## config.mk

```make
export PLATFORM = sky130hd
export DESIGN_NAME = mem_arbiter
export DESIGN_NICKNAME = d
export VERILOG_FILES = /design/src/rtl/mem_pkg.sv /design/src/rtl/mem_arbiter.sv
export SDC_FILE = /design/constraint.sdc
export NUM_CORES = 1
export LEC_CHECK = 0
export BUFFER_PORTS_ARGS = -buffer_cell sky130_fd_sc_hd__buf_2
export CORE_AREA = 4 4 76 78
export DETAILED_ROUTE_END_ITERATION = 8
export DIE_AREA = 0 0 80 82
export GPL_TIMING_DRIVEN = 0
export PLACE_DENSITY = 0.79
export RECOVER_POWER = 50
export SYNTH_ARGS = -nofsm -noshare
export SYNTH_HDL_FRONTEND = slang
export SYNTH_SLANG_ARGS = --single-unit
```

## constraint.sdc

```tcl
create_clock -name ui_clk_from_ddr -period 1.4 [get_ports ui_clk_from_ddr]
set_input_delay 0.28 -clock ui_clk_from_ddr [delete_from_list [all_inputs] [get_ports ui_clk_from_ddr]]
set_output_delay 0.28 -clock ui_clk_from_ddr [all_outputs]
set_load 0.01 [all_outputs]
```

## src/rtl/mem_pkg.sv

```systemverilog
`default_nettype none

package mem_pkg;

    ////////////////////////////////////////
    // Word geometry
    ////////////////////////////////////////

    // Bytes per memory word
    localparam int BYTE_LANES = 4;

    typedef logic [8*BYTE_LANES-1:0] data_t;
    typedef logic [31:0] addr_t;

    // Bit i enables bits 8i+7 to 8i
    typedef logic [BYTE_LANES-1:0] byte_en_t;

    ////////////////////////////////////////
    // Access size codes
    ////////////////////////////////////////

    // Suffix _U means zero extension, otherwise sign extension
    typedef enum logic [2:0] {
        LOAD_WORD   = 3'd0,
        LOAD_HALF   = 3'd1,
        LOAD_HALF_U = 3'd2,
        LOAD_BYTE   = 3'd3,
        LOAD_BYTE_U = 3'd4
    } load_sel_t;

    typedef enum logic [1:0] {
        STORE_WORD = 2'd0,
        STORE_HALF = 2'd1,
        STORE_BYTE = 2'd2
    } store_sel_t;

endpackage

`default_nettype wire

```

## src/rtl/mem_arbiter.sv

```systemverilog
`timescale 1ns/1ps
`default_nettype none

module mem_arbiter #(
    parameter int depth_words = 256
) (
    input  wire                            ui_clk_from_ddr,
    input  wire                            reset,
    // Fetch port
    input  wire                            fetch_mem_req,
    input  wire [$clog2(depth_words)-1:0]  fetch_mem_index,
    output logic                           fetch_mem_ack,
    output mem_pkg::data_t                 fetch_mem_rdata,
    // Load/store port
    input  wire                            data_mem_req,
    input  wire                            data_mem_write,
    input  wire [$clog2(depth_words)-1:0]  data_mem_index,
    input  mem_pkg::data_t                 data_mem_wdata,
    input  mem_pkg::byte_en_t              data_mem_byte_en,
    output logic                           data_mem_ack,
    output mem_pkg::data_t                 data_mem_rdata,
    // Memory
    output logic                           mem_req,
    output logic                           mem_write,
    output logic [$clog2(depth_words)-1:0] mem_index,
    output mem_pkg::data_t                 mem_wdata,
    output mem_pkg::byte_en_t              mem_byte_en,
    input  wire                            mem_ack,
    input  mem_pkg::data_t                 mem_rdata
);

    // One-hot grant, bit 0 fetch and bit 1 data
    logic [1:0] grant;
    logic       last_data;
    logic       pick_data;
    logic       granted_req;

    // Contention goes to the port that lost last time
    assign pick_data   = data_mem_req && (!fetch_mem_req || !last_data);
    assign granted_req = (grant[0] && fetch_mem_req) || (grant[1] && data_mem_req);

    always_ff @(posedge ui_clk_from_ddr) begin
        if (reset) begin
            grant     <= 2'b00;
            last_data <= 1'b1;
            mem_req   <= 1'b0;
        end else if (grant == 2'b00) begin
            if (fetch_mem_req || data_mem_req) begin
                grant     <= pick_data ? 2'b10 : 2'b01;
                last_data <= pick_data;
                mem_req   <= 1'b1;
            end
        end else if (mem_req) begin
            if (!granted_req) begin
                mem_req <= 1'b0;
            end
        end else if (!mem_ack) begin
            // Memory cycle closed
            grant <= 2'b00;
        end
    end

    // Fetches are always plain reads
    assign mem_write   = grant[1] && data_mem_write;
    assign mem_index   = grant[1] ? data_mem_index : fetch_mem_index;
    assign mem_wdata   = grant[1] ? data_mem_wdata : '0;
    assign mem_byte_en = grant[1] ? data_mem_byte_en : '0;

    assign fetch_mem_ack   = grant[0] && mem_ack;
    assign data_mem_ack    = grant[1] && mem_ack;
    assign fetch_mem_rdata = mem_rdata;
    assign data_mem_rdata  = mem_rdata;

endmodule

`default_nettype wire

```

# --- Word level (Yosys, flattened, before mapping) ---
# Cells that the tools add are included.
totals:
  reg_bits: 4
  inputBits: 90
  output_inout_bits: 112
  elab_cells: 32
op_classes:
  eq_ne: 3
  muxes: 12
  n_reduce_logical: 14
ops:
  columns: ["op", "n"]
  rows:
  - ["32-bit 2-to-1 mux", 1]
  - ["2-bit 2-to-1 mux", 5]
  - ["8-bit 2-to-1 mux", 1]
  - ["1-bit logical AND", 6]
  - ["2-bit by 1-bit != test with 1-bit output (second input constant)", 3]
  - ["1-bit 2-to-1 mux", 4]
  - ["4-bit 2-to-1 mux", 1]
  - ["1-bit logical OR", 3]
  - ["3-bit AND reduction", 1]
  - ["1-bit logical NOT", 2]
  - ["2-bit logical NOT", 1]
  - ["2-bit AND reduction", 1]

# --- Logic depth before layout (Yosys ltp) ---
# Gate-level depths: netlist of run 1.
logic_depth:
  word_depth: 6
  depth_mapped: 4
  mapped_depth_nobuf: 3

# --- Least setup slack after synthesis of run 1 ---
# OpenSTA, ideal clock, no wires.
synth_timing:
  path_type: "register to output"
  from: "reg grant[1]"
  to: "out mem_index[0]"
  t_arrival_ps: 869
  required_ps: 1120
  slack_ps: 251
  stages_incl_launch_ff: 3
  path_buffers: 1
  cell_sequence: "dfxtp_1 -> buf_6 -> mux2_2"
synth_via:
  elab_chain_len: 1
synth_rtl:
  columns: ["item", "line_no", "source"]
  rows:
  - ["from (decl)", "mem_arbiter.sv:33", "logic [1:0] grant;"]
  - ["from (signal assigned)", "mem_arbiter.sv:49", "grant <= pick_data ? 2'b10 : 2'b01;"]
  - ["8-bit 2-to-1 mux", "mem_arbiter.sv:65", "assign mem_index = grant[1] ? data_mem_index : fetch_mem_index;"]
  - ["to (decl)", "mem_arbiter.sv:25", "output logic [$clog2(depth_words)-1:0] mem_index,"]
# Every way passes these cells.

# --- Worst setup path in the final report of run 1 ---
layout_timing:
  from: "reg grant[1]"
  to: "out mem_index[4]"
# The elaborated chain is that of the path after synthesis.

==> metrics.txt, run 1 <==
RSZ-0062 raised after global routing=yes; DRC errors left=0; CTS tree=built; total number of H-tree levels=1; status=finished, violations left; FF-to-FF End=mem_req$_SDFFE_PP0P_; Worst VDD drop=between 200 and 250 uV; hold path depth=2; GRT Util Overall=roughly 9.2%; FF-to-FF path depth=5; CP endpoint kind=primary output; violated checks=negative setup slack; DP Area=0.00197 mm^2; post-route ant nets=0; # nets final=~400; total power=approximately 0.0011 W; max cap viols=0; syn nets=227; endpoints failing setup=15; Final Max Tran Viols=0; ANT cells=0; #FFs+latches synth=4; Hold Vio Cnt, Final=0; worst slew pin tran=0.277 ns; Worst Path Class, Setup=register to primary output; later-pin clock latency in the skew report=about 0.21 ns; antenna violations before repair=0; distinct cell type count after synthesis=18; Startpoint Class=register; drt total wl=~4 mm; post-synthesis average cell area=between 7 and 8 um^2; clk sinks=4; min cycle time layout=1.47 ns; Hold Path Origin=reset; io pins=between 200 and 250; Setup WS pre-CTS=0.00348 ns; Synth Warn #=0; Area Overhead vs Synth=104%; WP data required=approximately 1.1 ns; Min-Delay Path Class=primary input to register; worst hold endpoint=grant[1]$_SDFFE_PP0P_; Cells after Synth=~140; P per Cell Area=around 510 mW/mm^2; fmax=678 MHz; Longest Clk Path Bufs=2; global-route wire length before repair=between 4 and 5 mm; dominant cells by area after synthesis=buf_4, and2_1, mux2_2; Leakage=1.25 nW; post-synth top area cell=buf_4; Worst-path clk slew=approximately 0.03 ns; final worst-path cycle share=105%; Final WS setup=-0.0741 ns; final clock skew=between 0.003 and 0.004 ns; vias per cell=3.68; top cell type's share of synthesized area=approximately 46%; Slew headroom=about 81%; share of layout cells above drive strength 1=between 60% and 70%; most common cell after layout, fill and taps aside=buf_2; GPL Wtd Cong=between 0.7 and 0.8; die outline width=roughly 80 um; FP Rows=26; gr ovfl total=0; Setup TNS=-0.556 ns; most frequent cells in the layout=buf_2, buf_4, and2_1, clkbuf_1, buf_6; DIE HEIGHT=82 um; Starting DRT DRC Count=31; Buffers on Ports=roughly 170; DRT Pass-1 Iters=3; die area=between 0.006 and 0.007 mm^2; post-route design area=around 0.0021 mm^2; CP arrival=~1.2 ns; number of global-route vias before repair=1,175; worst r2r src=grant[1]$_SDFFE_PP0P_; core area=0.00507 mm^2; reg-to-reg slack, setup=0.38 ns; WL per Instance=around 11 um; Post-Route Utilization=41.6%; sequential area share after synthesis=between 7 and 8%; starting density of the core=between 20 and 25%; total CTS buffers=3; CTS root buffer=clkbuf_8; dpl hpwl=around 3.5 mm; Synth Cell Area=0.00103 mm^2; Vias=roughly 1,400; largest net degree at the start of global routing=11; crit-path max FO=6
## synth_stat cells
master,instances
nand2_1,1
nand3_1,2
nand3_2,1
nand2b_1,1
mux2_2,8
a31oi_1,1
o21ai_2,1
and2_1,40
o21ai_0,3
buf_4,64
nor3_1,1
buf_8,1
nor2_1,1
a21oi_1,3
buf_6,1
buf_2,3
dfxtp_1,4
o21bai_1,1
## per-layer routing
| metal | global-route usage, % | vias up | routed length [um] |
|---|---|---|---|
| li1 | - | 717 | - |
| met1 | 8.48 | 583 | 1290 |
| met2 | 19.4 | 104 | 2180 |
| met3 | 1.86 | 2 | 554 |
| met4 | 3.55 | 0 | 27 |
| met5 | 0 | - | 0 |
## power by group
group          total (W)  switching [W]  internal [W]
registers       0.000147      0.0000188      0.000128
clock network   0.000242      0.0000586      0.000183
logic           0.000695       0.000278      0.000417
total            0.00108       0.000356      0.000728
## kinds of logic (layout without fill, tap and decap cells)
family / count (synthesis) / after routing / synth area share (%)
flip-flops: 4 / 4 / 7.75
AO/OA/AOI/OAI: 9 / 9 / 5.08
AND/OR/NAND/NOR: 47 / 47 / 28.0
buffers and inverters: 69 / 244 / 50.5
multiplexers: 8 / 8 / 8.72
## sequential cells by signal, indices dropped and copies added, names as in the netlist
| register | count |
|---|---|
| grant | 2 |
| last_data | 1 |
| mem_req | 1 |
## critical path, cell delays in order (launching register included)
cell	delay (ns)
dfxtp_4	0.39
clkbuf_16	0.16
mux2_4	0.30
buf_6	0.12
## per-stage QoR
stage,instances,hold WS [ns]
floorplan,137,0.349
global placement,376,0.494
detailed placement,376,0.497
CTS,379,0.262
global route,382,0.279
finish,382,0.278
## final cells by class
type / instances / area [um^2]
Buffer: 69 / 537
Clock buffer: 3 / 41.3
Fill cell: 523 / 2960
Multi-Input combinational cell: 64 / 464
Sequential cell: 4 / 83.8
Tap cell: 70 / 87.6
Timing Repair Buffer: 172 / 900
## what timing repair did
item,in CTS,in global routing
resized for setup,10,15
endpoints found under the hold margin,0,0
endpoints found under the setup margin,46,16
hold buffers,0,0
cloned,0,1
setup buffers,0,2
## worst max-delay path by stage
stage                          startpoint            to  slack (ns)
global route        grant[1]$_SDFFE_PP0P_  mem_index[4]       -0.11
CTS                 grant[1]$_SDFFE_PP0P_  mem_index[6]       -0.11
detailed placement  grant[1]$_SDFFE_PP0P_  mem_index[7]       0.003
floorplan           grant[1]$_SDFFE_PP0P_  mem_index[0]        0.25
global placement    grant[1]$_SDFFE_PP0P_  mem_index[4]      -0.004
finish              grant[1]$_SDFFE_PP0P_  mem_index[4]       -0.07
(Power assumes the default switching activity.)
==> run 2, diff against run 1 <==
Settings changed: CELL_PAD_IN_SITES_DETAIL_PLACEMENT set to 0, CELL_PAD_IN_SITES_GLOBAL_PLACEMENT set to 2, CORE_AREA 4 4 76 78 to unset, CORE_MARGIN set to 4, CORE_UTILIZATION set to 10, DIE_AREA 0 0 80 82 to unset, GPL_ROUTABILITY_DRIVEN set to 0, PLACE_DENSITY 0.79 to 0.95.
==> run 2 against run 1 <==
The run still ends with negative setup slack left; design area grew 18%; non-clock buffer count grew 3; via count grew 3.3%; critical endpoint is now mem_index[3]; largest power group unchanged.
==> metrics.txt, run 2 (synthesized netlist as in run 1, its figures left out) <==
violated checks=negative setup slack (unchanged); later-pin clock latency in the skew report=0.22 ns (was 0.21 ns); Startpoint Class=register (unchanged); final clock skew=0.00170 ns (was 0.00331 ns); min cycle time layout=1.46 ns (was 1.47 ns); RSZ-0062 raised after global routing=yes (unchanged); global-route wire length before repair=5.73 mm (was 4.97 mm); Min-Delay Path Class=primary input to register (unchanged); FF-to-FF path depth=5 (unchanged); cts hold-fix bufs=0 (unchanged); io pins=202 (unchanged); drt total wl=4.77 mm (was 4.05 mm); worst hold endpoint=grant[1]$_SDFFE_PP0P_ (unchanged); vias per cell=3.24 (was 3.68); DP Area=0.00205 mm^2 (was 0.00197 mm^2); fmax=687 MHz (was 678 MHz); WL per Instance=10.6 um (about the same); die area=0.0120 mm^2 (was 0.00656 mm^2); CP top delay family=flip-flops (unchanged); post-route design area=0.00250 mm^2 (was 0.00211 mm^2); die outline width=110 um (was 80 um); Top reg by flops=grant (unchanged); endpoints failing setup=9 (was 15); Starting DRT DRC Count=36 (was 31); worst r2r src=grant[1]$_SDFFE_PP0P_ (unchanged); antenna violations before repair=0 (unchanged); CTS root buffer=clkbuf_8 (unchanged); final worst-path cycle share=104% (was 105%); Worst-path clk slew=0.03 ns (about the same); post-route ant nets=0 (unchanged); CP endpoint kind=primary output (unchanged); most common cell after layout, fill and taps aside=buf_2 (unchanged); crit-path max FO=5 (was 6); worst slew pin tran=0.243 ns (was 0.277 ns); slowest stage delay, CP=0.39 ns (about the same); reg-to-reg slack, setup=0.39 ns (was 0.38 ns); max cap viols=0 (unchanged); Worst Path Class, Setup=register to primary output (unchanged); Slew headroom=83.7% (was 81.5%); total CTS buffers=3 (unchanged); dpl hpwl=3.80 mm (was 3.46 mm); number of global-route vias before repair=1,405 (was 1,175); Buffers on Ports=169 (unchanged); clk sinks=4 (unchanged); top flop regs=grant: 2 flops, last_data: 1 flops, mem_req: 1 flops (unchanged); DRC errors left=0 (unchanged); Worst VDD drop=250 uV (was 211 uV); DRT Pass-1 Iters=3 (unchanged); Setup WS pre-CTS=-0.0945 ns (was 0.00348 ns); largest net degree at the start of global routing=10 (was 11); CTS tree=built (unchanged); core area=0.00991 mm^2 (was 0.00507 mm^2); # nets final=407 (was 404); status=finished, violations left (unchanged); GRT Util Overall=5.88% (was 9.21%); most frequent cells in the layout=buf_2, buf_4, buf_6 (was buf_2, buf_4, and2_1, clkbuf_1, buf_6); Final Max Tran Viols=0 (unchanged); total number of H-tree levels=1 (unchanged); crit-path cells=buf_8 > mux2_4 > buf_6 (was clkbuf_16 > mux2_4 > buf_6); WP data required=1.12 ns (about the same); P per Cell Area=490 mW/mm^2 (was 513 mW/mm^2); Vias=1,452 (was 1,406); # fillers=1,073 (was 523); Leakage=1.35 nW (was 1.25 nW); DIE HEIGHT=110 um (was 82 um); max FFs per register=2 (unchanged); FF-to-FF End=grant[1]$_SDFFE_PP0P_ (was mem_req$_SDFFE_PP0P_); crit path launch=grant[1]$_SDFFE_PP0P_ (unchanged); starting density of the core=10.4% (was 20.4%); FP Rows=36 (was 26); Hold Path Origin=reset (unchanged); Final WS setup=-0.0561 ns (was -0.0741 ns); Area Overhead vs Synth=142% (was 104%); gr ovfl total=0 (unchanged); Hold Vio Cnt, Final=0 (unchanged); CP arrival=1.18 ns (was 1.19 ns); Longest Clk Path Bufs=2 (unchanged); CP bufs+invs=2 (unchanged); ANT cells=0 (unchanged); hold path depth=2 (unchanged); share of layout cells above drive strength 1=80.3% (was 69.6%); Critical-path top delay cell=dfxtp_4 (unchanged)
[run 2: repair_timing]
| action | CTS | global route |
|---|---|---|
| gates cloned | 4 | 0 |
| resized for setup | 39 | 54 |
| buffers inserted | 2 | 0 |
| setup endpoints to repair | 46 | 46 |
[run 2: where the power goes]
| group | internal [W] | switching, W | total, W | leakage, nW |
|---|---|---|---|---|
| registers | 0.000128 | 0.0000189 | 0.000147 | 0.0339 |
| logic | 0.000523 | 0.000313 | 0.000836 | 1.29 |
| clock network | 0.000183 | 0.0000576 | 0.000241 | 0.0216 |
| total | 0.000834 | 0.000390 | 0.00122 | 1.35 |
[run 2: layout make-up]
cell class / count / area [um^2] / share of cell area, %
Buffer: 69 / 544 / 21.8
Clock buffer: 3 / 41.3 / 1.65
Multi-Input combinational cell: 64 / 537 / 21.5
Sequential cell: 4 / 83.8 / 3.36
Tap cell: 133 / 166 / 6.67
Timing Repair Buffer: 175 / 1120 / 45.0
[run 2: stage by stage]
step	total power (W)	cells	TNS (ns)	util (%)	hold slack, ns
6_report	0.00122	448	-0.370	25.2	0.260
5_1_grt	0.00132	448	-1.82	25.2	0.263
4_1_cts	0.00115	448	-0.957	23.2	0.252
3_5_place_dp	0.000787	439	-0.578	20.6	0.486
3_3_place_gp	0.000781	439	-0.487	20.6	0.488
2_1_floorplan	0.000511	137	0	-	0.349
[run 2: worst max path at each step]
stage	endpoint	cells after the start
floorplan	mem_index[0]	2
global placement	mem_index[3]	3
detailed placement	mem_index[3]	3
CTS	mem_index[3]	3
global route	mem_index[3]	3
finish	mem_index[3]	3
[run 2: worst register-to-register path, delay by kind of cell, from the launching register on]
kind	cells	cell delay, ns
AOI/OAI and AO/OA	2	0.18
buffers and inverters	3	0.35
DFF	1	0.39
[run 2: routing by layer]
layer  part of all wire, %  global-route usage (%)  vias to the layer above  wire (um)
li1                      -                       -                      724          -
met1                    31                    5.75                      615       1450
met2                    59                    12.3                      113       2800
met3                    11                    1.53                        0        510
met4                     0                   0.801                        0          0
met5                     0                       0                        -          0
