### src/rtl/mem_pkg.sv
`default_nettype none

package mem_pkg;

    ////////////////////////////////////////
    // Word geometry
    ////////////////////////////////////////

    // Bytes per memory word
    localparam int BYTE_LANES = 4;

    typedef logic [8*BYTE_LANES-1:0] data_t;
    typedef logic [31:0] addr_t;

    // Bit i enables bits 8i+7 to 8i
    typedef logic [BYTE_LANES-1:0] byte_en_t;

    ////////////////////////////////////////
    // Access size codes
    ////////////////////////////////////////

    // Suffix _U means zero extension, otherwise sign extension
    typedef enum logic [2:0] {
        LOAD_WORD   = 3'd0,
        LOAD_HALF   = 3'd1,
        LOAD_HALF_U = 3'd2,
        LOAD_BYTE   = 3'd3,
        LOAD_BYTE_U = 3'd4
    } load_sel_t;

    typedef enum logic [1:0] {
        STORE_WORD = 2'd0,
        STORE_HALF = 2'd1,
        STORE_BYTE = 2'd2
    } store_sel_t;

endpackage

`default_nettype wire

### src/rtl/fetch_port.sv
`timescale 1ns/1ps
`default_nettype none

module fetch_port #(
    parameter int depth_words = 256
) (
    input  wire                          ui_clk_from_ddr,
    input  wire                          reset,
    // Core side
    input  wire                          fetch_req,
    input  mem_pkg::addr_t               fetch_pc,
    output logic                         fetch_ack,
    output mem_pkg::data_t               fetch_instr,
    // Arbiter side
    output logic                         mem_req,
    output logic [$clog2(depth_words)-1:0] mem_index,
    input  wire                          mem_ack,
    input  mem_pkg::data_t               mem_rdata
);

    localparam int index_width = $clog2(depth_words);

    typedef enum logic [1:0] {
        state_idle,
        state_wait,
        state_ack
    } state_t;

    state_t state;

    // Handshake sequencing on both sides
    always_ff @(posedge ui_clk_from_ddr) begin
        if (reset) begin
            state     <= state_idle;
            mem_req   <= 1'b0;
            fetch_ack <= 1'b0;
        end else begin
            case (state)
                state_idle: begin
                    if (fetch_req) begin
                        mem_req <= 1'b1;
                        state   <= state_wait;
                    end
                end
                state_wait: begin
                    if (mem_ack) begin
                        mem_req   <= 1'b0;
                        fetch_ack <= 1'b1;
                        state     <= state_ack;
                    end
                end
                state_ack: begin
                    // Memory side must be fully closed before a new request
                    if (!fetch_req && !mem_ack) begin
                        fetch_ack <= 1'b0;
                        state     <= state_idle;
                    end
                end
                default: state <= state_idle;
            endcase
        end
    end

    // Word index and returned instruction
    always_ff @(posedge ui_clk_from_ddr) begin
        if (state == state_idle && fetch_req) begin
            mem_index <= fetch_pc[index_width+1:2];
        end
        if (state == state_wait && mem_ack) begin
            fetch_instr <= mem_rdata;
        end
    end

endmodule

`default_nettype wire

### config.mk
export PLATFORM = sky130hd
export DESIGN_NAME = fetch_port
export DESIGN_NICKNAME = d
export VERILOG_FILES = /design/src/rtl/mem_pkg.sv /design/src/rtl/fetch_port.sv
export SDC_FILE = /design/constraint.sdc
export NUM_CORES = 1
export LEC_CHECK = 0
export ABC_AREA = 1
export BUFFER_PORTS_ARGS = -buffer_cell sky130_fd_sc_hd__buf_4
export CAP_MARGIN = 20
export CELL_PAD_IN_SITES_DETAIL_PLACEMENT = 0
export CELL_PAD_IN_SITES_GLOBAL_PLACEMENT = 1
export CORE_MARGIN = 8
export CORE_UTILIZATION = 31
export DETAILED_ROUTE_END_ITERATION = 12
export GPL_TIMING_DRIVEN = 0
export PLACE_DENSITY = 0.9
export SYNTH_ARGS = -nofsm -noshare
export SYNTH_HDL_FRONTEND = slang
export SYNTH_SLANG_ARGS = --single-unit
### constraint.sdc
create_clock -name ui_clk_from_ddr -period 2.85 [get_ports ui_clk_from_ddr]
set_input_delay 0.57 -clock ui_clk_from_ddr [delete_from_list [all_inputs] [get_ports ui_clk_from_ddr]]
set_output_delay 0.57 -clock ui_clk_from_ddr [all_outputs]
set_load 0.005 [all_outputs]
Yosys cells after proc, flatten, opt, wreduce, memory -nomap -nowiden
Index checks and enable logic that the tools add are counted.
{ "totals": {"reg_bits": 44, "input_bits": 68, "out_inout_bits": 42, "elab_cells": 31} }
{ "op_classes": {"eq_ne": 5, "n_mux": 10, "reduce_logical": 11} }
{ "ops": {"columns": ["op", "n"], "rows": [
  ["$reduce_and A3 Y1", 3],
  ["$mux W2", 3],
  ["$ne A2 B2 Y1 const B", 3],
  ["$pmux W2 S3", 1],
  ["$mux W1", 4],
  ["$pmux W1 S2", 2],
  ["$reduce_bool A2 Y1", 2],
  ["$logic_and A1 B1 Y1", 3],
  ["$eq A2 B1 Y1 const B", 1],
  ["$eq A2 B2 Y1 const B", 1],
  ["$logic_not A1 Y1", 2],
  ["$logic_not A2 Y1", 1]
]} }

Depth between registers and ports, before layout
Gate-level depths: netlist of the first run.
{ "depth": {"depth_word": 4, "mapped_depth": 5, "mapped_depth_nobuf": 5} }

Worst setup path after synthesis of the first run
No wires, ideal clock.
{ "synth_path": {"path_type": "input to register", "from": "input port mem_ack", "to": "register fetch_instr[0] (enable)", "setup_ps": 387, "arrival_ps": 1270, "t_required_ps": 2463, "path_slack_ps": 1193, "cell_stages": 2, "path_buffers": 0, "cell_sequence": "nand2_2 inv_1"} }
{ "synth_between": {"elab_chain_len": 1} }
{ "synth_lines": {"columns": ["item", "line_no", "rtl"], "rows": [
  ["from (decl)", "fetch_port.sv:17", "input wire mem_ack,"],
  ["$logic_and A1 B1 Y1", "fetch_port.sv:69", "if (state == state_wait && mem_ack) begin"],
  ["to (signal assigned)", "fetch_port.sv:70", "fetch_instr <= mem_rdata;"],
  ["to (decl)", "fetch_port.sv:13", "output mem_pkg::data_t fetch_instr,"]
]} }
No other way between the ends.
A chain may end at the register's enable or synchronous reset.

Worst setup path in the final report of the first run
{ "layout_path": {"from": "register mem_index[4]", "to": "output port mem_index[4]"} }
{ "layout_rtl": {"columns": ["item", "line_no", "rtl"], "rows": [
  ["from (decl)", "fetch_port.sv:16", "output logic [$clog2(depth_words)-1:0] mem_index,"],
  ["from (signal assigned)", "fetch_port.sv:67", "mem_index <= fetch_pc[index_width+1:2];"]
]} }
No word-level cell between the ends.

==> results of run 1 <==
## cell families after synthesis
family,share of synthesized area (%)
flops,93.9
buf+inv,1.38
compound gates,1.83
simple gates,2.93
## state kept, by name, summed over array words and instances (netlist names)
register,cells
mem_index,8
state,2
fetch_ack,1
mem_req,1
fetch_instr,32
## cells in the final DEF, fill, tap and decap left out, types with 2 or more instances in the layout
master and instances:
sky130_fd_sc_hd__a21oi_1 4, sky130_fd_sc_hd__nand2_1 4, sky130_fd_sc_hd__nor2_1 2, sky130_fd_sc_hd__clkinvlp_4 2, sky130_fd_sc_hd__clkbuf_8 5, sky130_fd_sc_hd__edfxtp_1 40, sky130_fd_sc_hd__inv_1 5, sky130_fd_sc_hd__buf_4 85
sky130_fd_sc_hd__dfxtp_1 4
## power breakdown
| part | total [mW] | internal, mW | switching (mW) |
|---|---|---|---|
| Clock | 0.383 | 0.173 | 0.210 |
| Sequential | 0.746 | 0.737 | 0.00907 |
| Combinational | 0.114 | 0.0721 | 0.0423 |
| Total | 1.24 | 0.982 | 0.261 |
## routing by layer
layer  GRT usage [%]  up-vias
met2            16.1       63
met4            3.33        0
met3            5.84        7
li1                -      418
met5               0        -
met1            9.65      383
## cell usage after synthesis
cell type / instances / share of area [%]
sky130_fd_sc_hd__inv_1: 5 / 1.4
sky130_fd_sc_hd__o21ai_1: 1 / 0.37
sky130_fd_sc_hd__nand3_1: 1 / 0.37
sky130_fd_sc_hd__nand2_2: 1 / 0.46
sky130_fd_sc_hd__dfxtp_1: 4 / 5.9
sky130_fd_sc_hd__nand2_1: 4 / 1.1
sky130_fd_sc_hd__a21oi_1: 4 / 1.5
sky130_fd_sc_hd__nor2_2: 1 / 0.46
sky130_fd_sc_hd__edfxtp_1: 40 / 88
sky130_fd_sc_hd__nor2_1: 2 / 0.55
## per-stage QoR
stage          power (mW)  instances  setup WS [ns]
2_1_floorplan       0.781         63           1.19
3_3_place_gp        0.868        200          0.890
3_5_place_dp        0.875        200          0.817
4_1_cts              1.26        208          0.990
5_1_grt              1.30        209           1.39
6_report             1.24        209           1.44
## path summary, 6_finish.rpt
path                          start                         to  slack [ns]  cells after the start
max reg2reg   state[0]$_SDFFE_PP0P_  fetch_instr[19]$_DFFE_PP_        1.48                      5
min                   mem_rdata[23]  fetch_instr[23]$_DFFE_PP_        0.45                      1
max          mem_index[4]$_DFFE_PP_               mem_index[4]        1.44                      1
min reg2reg  fetch_ack$_SDFFE_PP0P_     fetch_ack$_SDFFE_PP0P_        0.47                      2
## worst reg2reg max path, cell delays in order, from the launching register on
cell and delay, ns:
sky130_fd_sc_hd__dfxtp_1 0.34, sky130_fd_sc_hd__inv_1 0.06, sky130_fd_sc_hd__nor2_2 0.11, sky130_fd_sc_hd__nand2_2 0.09, sky130_fd_sc_hd__inv_1 0.25, sky130_fd_sc_hd__buf_16 0.23
## cell type report
| cell class | count | area (µm²) |
|---|---|---|
| timing repair buffer | 86 | 666 |
| multi-input combinational | 14 | 65.1 |
| clock buffer | 5 | 68.8 |
| fill | 378 | 2110 |
| clock inverter | 3 | 23.8 |
| tap | 52 | 65.1 |
| inverter | 5 | 18.8 |
| sequential | 44 | 1280 |
==> out/results.tsv, run 1 <==
metric	value	unit
grt_pass1_vias	967	
design.portCount	110	
wl_met3	549	µm
clk-insertion-delay-late	0.29	ns
global_route_wire_length_before_repair	4710	µm
final_cell_area	2190	µm²
gpl_congestion	0.722	
tightestPinTransition	0.312	ns
netlist_instances	63	
grt_antenna_before_repair	0	
leakage	0.911	nW
gr-total-overflow	0	
p_per_area	568	nW/µm²
core.rowCount	24	
timing.critical_path.to_type	primary output	
area_growth_syn_to_layout	60.3	%
yosys_register_bits	44	
hold_viol	0	
clk_pin_slew	0.09	ns
initial_utilization	31.8	%
critPathBufInv	1	
slew-limit-headroom	79.2	%
post_cts_resized	0	
postSynthNetCount	131	
wirelength_met1	1150	µm
dieWidth	82.4	µm
cts.repair_timing.setup_buffer_count	0	
timing.final.crit_share	49.5	%
topRoutingLayerUsed	met4	
worstPathCellList	buf_4	
drt_iter0_drc	61	
setup.worst_path.class	reg2out	
io_buffers	85	
layout.nets	224	
cts_max_path_buffers	2	
postCtsHoldBufs	0	
htree_num_levels	2	
mappedNetlistArea	1370	µm²
post_synth.cell_area_avg	21.7	µm²
outcome	complete, no violations	
startpoint_type	register	
synth_seq_area_share	93.9	%
peak_supply_drop	307	µV
synthesis.yosys.warnings	0	
cp_slowest_cell	sky130_fd_sc_hd__edfxtp_1	
setup_violations	0	
placedInstanceArea	2070	µm²
hp-class	in2reg	
cts_tree	done	
antenna_diode_instance_count	0	
tritoncts.num_buffers	5	
routed_via_density	4.17	
fmax	709	MHz
dieArea	6780	µm²
die_y	82.4	µm
final_core_utilization	51.0	%
core	4290	µm²
critical_path.max_fanout	1	
detail_route.wirelength	3360	µm
detail_route.first_pass.iterations	2	
post_route_cells_drive_above_1_share	61.1	%
vias	871	
hpwlAfterDp	2720	µm
skew	0.00571	ns
worst_ep_arrival	0.84	ns
totalNegativeSetupSlack	0	ns
worst_ep_required_time	2.28	ns
post-route-drc-count	0	
timing_max_transition_violations_final	0	
worst_path_dominant_cell_family	flip-flops	
period_needed	1.41	ns
cap_viol_max_count	0	
largest_net_degree_at_the_start_of_global_routing	33	
wl_met2	1600	µm
grt_setup_unrepaired	no	
crit_path_max_incr_delay	0.40	ns
synthDistinctLibCells	10	
wire_per_inst	16.1	µm
final_worst_hold_slack	0.446	ns
globalRouteTotalUtil	9.61	%
clockRootBuffer	sky130_fd_sc_hd__clkbuf_8	
route.antenna.remaining_nets	0	
tritoncts_num_sinks	44	
No activity file was read; power rests on OpenSTA's default activity.
==> run 2, diff against run 1 <==
CORE_UTILIZATION = 29   (was 31)
PLACE_DENSITY = 0.86   (was 0.9)
clock period = 1.4 ns   (was 2.85 ns; I/O delays follow)
==> run 2 against run 1 <==
Net effect: wire length down 3.0%; global-route usage down 0.72 points; worst hold slack lost 0.28 ns; cell count increased by 1.4%; die area grew 5.5%; design area increased by 0.46%; via count rose by 1.4%; largest cell class unchanged.
==> out/results.tsv, run 2 (synthesis gave the netlist of run 1 again) <==
metric	value	unit	change
outcome	complete, no violations		unchanged
cap_viol_max_count	0		unchanged
global_route_wire_length_before_repair	4810	µm	was 4710 µm
tightestPinTransition	0.274	ns	was 0.312 ns
skew	0.00299	ns	was 0.00571 ns
route.antenna.remaining_nets	0		unchanged
initial_utilization	29.5	%	was 31.8%
final-instance-count-excl-fill	212		was 209
postCtsHoldBufs	0		unchanged
timing.critical_path.to_type	register		was primary output
layout.nets	226		was 224
detail_route.wirelength	3260	µm	was 3360 µm
worst_r2r_endpoint	fetch_instr[20]$_DFFE_PP_		was fetch_instr[19]$_DFFE_PP_
antenna_diode_instance_count	0		unchanged
core	4630	µm²	was 4290 µm²
largest_registers	fetch_instr: 32 flops, mem_index: 8 flops, state: 2 flops		unchanged
post_route_cells_drive_above_1_share	60.8	%	was 61.1%
drt_iter0_drc	19		was 61
design.portCount	110		unchanged
globalRouteTotalUtil	8.88	%	was 9.61%
cts_tree	done		unchanged
grt_use_met2	14.3	%	was 16.1%
cp_slowest_cell	sky130_fd_sc_hd__dfxtp_1		was sky130_fd_sc_hd__edfxtp_1
largest_register_ffs	32		unchanged
worstHoldPathCells	1		unchanged
timing_max_transition_violations_final	0		unchanged
final_worst_hold_slack	0.169	ns	was 0.446 ns
most-common-layout-cells	sky130_fd_sc_hd__buf_4, sky130_fd_sc_hd__edfxtp_1, sky130_fd_sc_hd__clkbuf_8		was sky130_fd_sc_hd__buf_4, sky130_fd_sc_hd__edfxtp_1, sky130_fd_sc_hd__inv_1, sky130_fd_sc_hd__clkbuf_8
place.detailed.instances	202		was 200
timing.final.crit_share	85.3	%	
largest_net_degree_at_the_start_of_global_routing	17		was 33
core.rowCount	25		was 24
grt_antenna_before_repair	0		unchanged
worst_ep_required_time	1.40	ns	was 2.28 ns
io_buffers	85		unchanged
whs_endpoint	fetch_instr[6]$_DFFE_PP_		was fetch_instr[23]$_DFFE_PP_
post-route-drc-count	0		unchanged
vias	883		was 871
dieWidth	84.6	µm	was 82.4 µm
cts_max_path_buffers	2		unchanged
fmax	837	MHz	
startpoint_type	register		unchanged
worst_ep_arrival	1.19	ns	was 0.84 ns
leakage	0.906	nW	was 0.911 nW
grt_setup_unrepaired	no		unchanged
gpl_congestion	0.672		was 0.722
tritoncts.num_buffers	5		unchanged
setup.worst_path.class	reg2reg		was reg2out
slew-limit-headroom	81.7	%	was 79.2%
hp-class	in2reg		unchanged
reg2regPathDepth	5		unchanged
gr-total-overflow	0		unchanged
peak_supply_drop	536	µV	was 307 µV
period_needed	1.19	ns	
detail_route.first_pass.iterations	4		was 2
clk-insertion-delay-late	0.28	ns	was 0.29 ns
area_growth_syn_to_layout	61.0	%	was 60.3%
setup_violations	0		unchanged
tritoncts_num_sinks	44		unchanged
grt_pass1_vias	950		was 967
wire_per_inst	15.4	µm	was 16.1 µm
clockRootBuffer	sky130_fd_sc_hd__clkbuf_8		unchanged
max_flop_register	fetch_instr		unchanged
commonest_non_fill_non_tap_cell_in_the_layout	sky130_fd_sc_hd__buf_4		unchanged
gr-usage-met1	8.40	%	was 9.65%
dieArea	7160	µm²	was 6780 µm²
htree_num_levels	2		unchanged
worstHoldStart	mem_rdata[6]		was mem_rdata[23]
worstPathCellList	inv_1 > nor2_2 > nand2_2 > clkinvlp_4 > buf_12		was buf_4
p_per_area	1120	nW/µm²	was 568 nW/µm²
globalRouteMet3Util	7.32	%	was 5.84%
layout.filler_cells	426		was 378
clk_pin_slew	0.07	ns	was 0.09 ns
cp_num_cells	5		was 1
die_y	84.6	µm	was 82.4 µm
crit_path_max_incr_delay	0.33	ns	was 0.40 ns
hold_viol	0		unchanged
timing.rr.start	state[0]$_SDFFE_PP0P_		unchanged
worst_path_dominant_cell_family	flip-flops		unchanged
critical_path.max_fanout	16		was 1
routed_via_density	4.17		about the same
critPathBufInv	3		was 1
reg2reg_setup_slack	0.21	ns	was 1.48 ns
top_usage_layer	met2		unchanged
==> run 2: stage by stage <==
step | area, µm² | TNS, ns | worst slack, ns | util [%] | total power, mW
finish | 2200 | 0 | 0.206 | 47.5 | 2.45
global route | 2200 | 0 | 0.124 | 47.5 | 2.58
CTS | 2160 | 0 | 0.0661 | 46.6 | 2.49
detailed placement | 2070 | -5.10 | -0.161 | 44.8 | 1.78
global placement | 2070 | -4.32 | -0.136 | 44.8 | 1.77
floorplan | 1370 | 0 | 0.0804 | - | 1.59
==> run 2: worst max-delay path by stage <==
stage	slack [ns]	from	endpoint
2_1_floorplan	0.08	state[0]$_SDFFE_PP0P_	fetch_instr[0]$_DFFE_PP_
3_3_place_gp	-0.14	mem_ack	fetch_instr[13]$_DFFE_PP_
3_5_place_dp	-0.16	state[0]$_SDFFE_PP0P_	fetch_instr[21]$_DFFE_PP_
4_1_cts	0.07	state[0]$_SDFFE_PP0P_	fetch_instr[22]$_DFFE_PP_
5_1_grt	0.12	state[0]$_SDFFE_PP0P_	fetch_instr[12]$_DFFE_PP_
6_report	0.21	state[0]$_SDFFE_PP0P_	fetch_instr[20]$_DFFE_PP_
==> run 2: layout make-up <==
| type | instances | area (µm²) | share of cell area, % |
|---|---|---|---|
| Clock inverter | 2 | 7.51 | 0.341 |
| Tap cell | 54 | 67.6 | 3.07 |
| Timing Repair inverter | 1 | 7.51 | 0.341 |
| Multi-Input combinational cell | 14 | 65.1 | 2.96 |
| Inverter | 5 | 22.5 | 1.02 |
| Sequential cell | 44 | 1280 | 58.3 |
| Timing Repair Buffer | 87 | 678 | 30.8 |
| Clock buffer | 5 | 68.8 | 3.13 |
==> run 2: layer usage <==
layer / share of wire, % / wire length, µm
met5: 0 / 0
met4: 0.74 / 24
met3: 17 / 549
met2: 48 / 1550
met1: 35 / 1130
==> run 2: power breakdown <==
| group | internal (mW) | leakage (nW) | switching, mW |
|---|---|---|---|
| Clock | 0.329 | 0.0391 | 0.368 |
| Sequential | 1.50 | 0.402 | 0.0164 |
| Combinational | 0.151 | 0.465 | 0.0892 |
| Total | 1.98 | 0.906 | 0.474 |
==> run 2: worst reg2reg max path, delay by kind of cell, from the launching register on <==
| kind | cells | cell delay (ns) |
|---|---|---|
| flip-flops | 1 | 0.33 |
| AND/OR/NAND/NOR | 2 | 0.25 |
| buffers and inverters | 3 | 0.33 |
==> run 2: repair_timing <==
item	CTS	global route
gates cloned	1	0
resized for setup	1	0
endpoints found under the setup margin	32	10
setup buffers	0	2
==> run 3, diff against run 2 <==
CELL_PAD_IN_SITES_DETAIL_PLACEMENT = 2   (was 0)
CELL_PAD_IN_SITES_GLOBAL_PLACEMENT = 2   (was 1)
CORE_UTILIZATION = 23   (was 29)
PLACE_DENSITY = 0.85   (was 0.86)
==> run 3 against run 2 <==
Net effect: maximum frequency decreased by 3.3%; clock power increased by 4.2%; global-route usage increased by 0.39 points; register-to-register slack got worse by 0.04 ns; count of clock-buffer cells in the layout increased by 1; largest power group unchanged.
==> out/results.tsv, run 3 (synthesis gave the netlist of run 1 again) <==
metric	value	unit	change
peak_supply_drop	507	µV	was 536 µV
reg2regPathDepth	5		unchanged
globalRouteTotalUtil	9.27	%	was 8.88%
cts_max_path_buffers	2		unchanged
clk-insertion-delay-late	0.28	ns	about the same
gr-total-overflow	0		unchanged
final_core_utilization	38.3	%	was 47.5%
most-common-layout-cells	sky130_fd_sc_hd__buf_4, sky130_fd_sc_hd__edfxtp_1, sky130_fd_sc_hd__clkbuf_8		unchanged
tritoncts_num_sinks	44		unchanged
htree_num_levels	2		unchanged
hold_viol	0		unchanged
wire_per_inst	16.9	µm	was 15.4 µm
reg2reg_setup_slack	0.17	ns	was 0.21 ns
leakage	0.908	nW	was 0.906 nW
dieArea	8660	µm²	was 7160 µm²
post-route-drc-count	0		unchanged
grt_setup_unrepaired	no		unchanged
layout.nets	226		unchanged
clockRootBuffer	sky130_fd_sc_hd__clkbuf_8		unchanged
max_flop_register	fetch_instr		unchanged
startpoint_type	register		unchanged
slew-limit-headroom	81.0	%	was 81.7%
skew	0.00395	ns	was 0.00299 ns
period_needed	1.23	ns	was 1.19 ns
hp-class	in2reg		unchanged
detail_route.first_pass.iterations	3		was 4
core	5820	µm²	was 4630 µm²
commonest_non_fill_non_tap_cell_in_the_layout	sky130_fd_sc_hd__buf_4		unchanged
largest_registers	fetch_instr: 32 flops, mem_index: 8 flops, state: 2 flops		unchanged
routed_via_density	3.84		was 4.17
worstHoldStart	fetch_pc[6]		was mem_rdata[6]
setup.worst_path.class	reg2reg		unchanged
timing.final.crit_share	88.2	%	was 85.3%
layout_setup_ws	0.165	ns	was 0.206 ns
initial_utilization	23.5	%	was 29.5%
largest_register_ffs	32		unchanged
post_route_cells_drive_above_1_share	61.4	%	was 60.8%
fmax	810	MHz	was 837 MHz
tightestPinTransition	0.284	ns	was 0.274 ns
worst_ep_arrival	1.23	ns	was 1.19 ns
grt_antenna_before_repair	0		unchanged
whs_endpoint	mem_index[4]$_DFFE_PP_		was fetch_instr[6]$_DFFE_PP_
io_buffers	85		unchanged
setup_violations	0		unchanged
dieWidth	93.0	µm	was 84.6 µm
vias	895		was 883
die_y	93.0	µm	was 84.6 µm
grt_pass1_vias	1018		was 950
p_per_area	1120	nW/µm²	about the same
area_growth_syn_to_layout	63.1	%	was 61.0%
timing_max_transition_violations_final	0		unchanged
detail_route.wirelength	3930	µm	was 3260 µm
outcome	complete, no violations		unchanged
worst_ep_required_time	1.40	ns	about the same
route.antenna.remaining_nets	0		unchanged
drt_iter0_drc	26		was 19
antenna_diode_instance_count	0		unchanged
clk_pin_slew	0.08	ns	was 0.07 ns
worst_r2r_endpoint	fetch_instr[14]$_DFFE_PP_		was fetch_instr[20]$_DFFE_PP_
timing.rr.start	state[0]$_SDFFE_PP0P_		unchanged
cap_viol_max_count	0		unchanged
core.rowCount	28		was 25
worstHoldPathCells	1		unchanged
gpl_congestion	0.659		was 0.672
tritoncts.num_buffers	5		unchanged
hpwlAfterDp	3180	µm	
cts_tree	done		unchanged
design.portCount	110		unchanged
postCtsHoldBufs	0		unchanged
critical_path.max_fanout	16		unchanged
timing.critical_path.to_type	register		unchanged
global_route_wire_length_before_repair	6040	µm	was 4810 µm
largest_net_degree_at_the_start_of_global_routing	17		unchanged
dpl_worst_slack	-0.234	ns	was -0.161 ns
-- run 3: cell type report --
class                      instances  area [µm²]
clock buffer                       6        72.6
clock inverter                     1        5.00
fill                             614        3590
inverter                           5        22.5
multi-input combinational         14        65.1
sequential                        44        1280
tap                               75        93.8
timing repair buffer              87         678
timing repair inverter             1        7.51
-- run 3: timing repair --
item | CTS | global route
gates cloned | 1 | 0
endpoints found under the setup margin | 32 | 32
buffers inserted | 0 | 2
resized for setup | 1 | 0
hold endpoints to repair | 0 | 0
-- run 3: worst max-delay path by stage --
stage / start / to / slack [ns] / cells past startpoint
finish: state[0]$_SDFFE_PP0P_ / fetch_instr[14]$_DFFE_PP_ / 0.17 / 5
global route: state[0]$_SDFFE_PP0P_ / fetch_instr[14]$_DFFE_PP_ / 0.04 / 5
detailed placement: state[0]$_SDFFE_PP0P_ / fetch_instr[28]$_DFFE_PP_ / -0.23 / 4
CTS: state[0]$_SDFFE_PP0P_ / fetch_instr[2]$_DFFE_PP_ / 0.02 / 4
global placement: mem_ack / fetch_instr[30]$_DFFE_PP_ / -0.18 / 3
floorplan: state[0]$_SDFFE_PP0P_ / fetch_instr[0]$_DFFE_PP_ / 0.08 / 4
-- run 3: worst max-delay path, stage by stage (launching register included) --
cell                         delay (ns)
sky130_fd_sc_hd__dfxtp_1           0.34
sky130_fd_sc_hd__inv_1             0.06
sky130_fd_sc_hd__nor2_2            0.12
sky130_fd_sc_hd__nand2_2           0.15
sky130_fd_sc_hd__clkinvlp_4        0.12
sky130_fd_sc_hd__buf_12            0.15
-- run 3: per-layer routing --
metal / wire length, µm / vias to the layer above / GRT usage (%)
met1: 1540 / 415 / 10.1
li1: - / 420 / -
met2: 1930 / 57 / 15.3
met5: 0 / - / 0
met4: 20 / 0 / 1.61
met3: 440 / 3 / 5.53
-- run 3: through the flow --
stage / total power, mW / cells / hold slack [ns] / setup TNS [ns] / area, µm²
after floorplan: 1.59 / 63 / 0.349 / 0 / 1370
after global placement: 1.77 / 223 / 0.451 / -5.65 / 2100
after detailed placement: 1.79 / 223 / 0.454 / -7.46 / 2100
after CTS: 2.53 / 231 / 0.153 / 0 / 2190
after global routing: 2.62 / 233 / 0.140 / 0 / 2230
final: 2.49 / 233 / 0.168 / 0 / 2230
-- run 3: where the power goes --
part	total (mW)	internal [mW]	switching, mW
combinational	0.244	0.151	0.0927
sequential	1.52	1.50	0.0179
clock	0.726	0.339	0.386
total	2.49	1.99	0.497
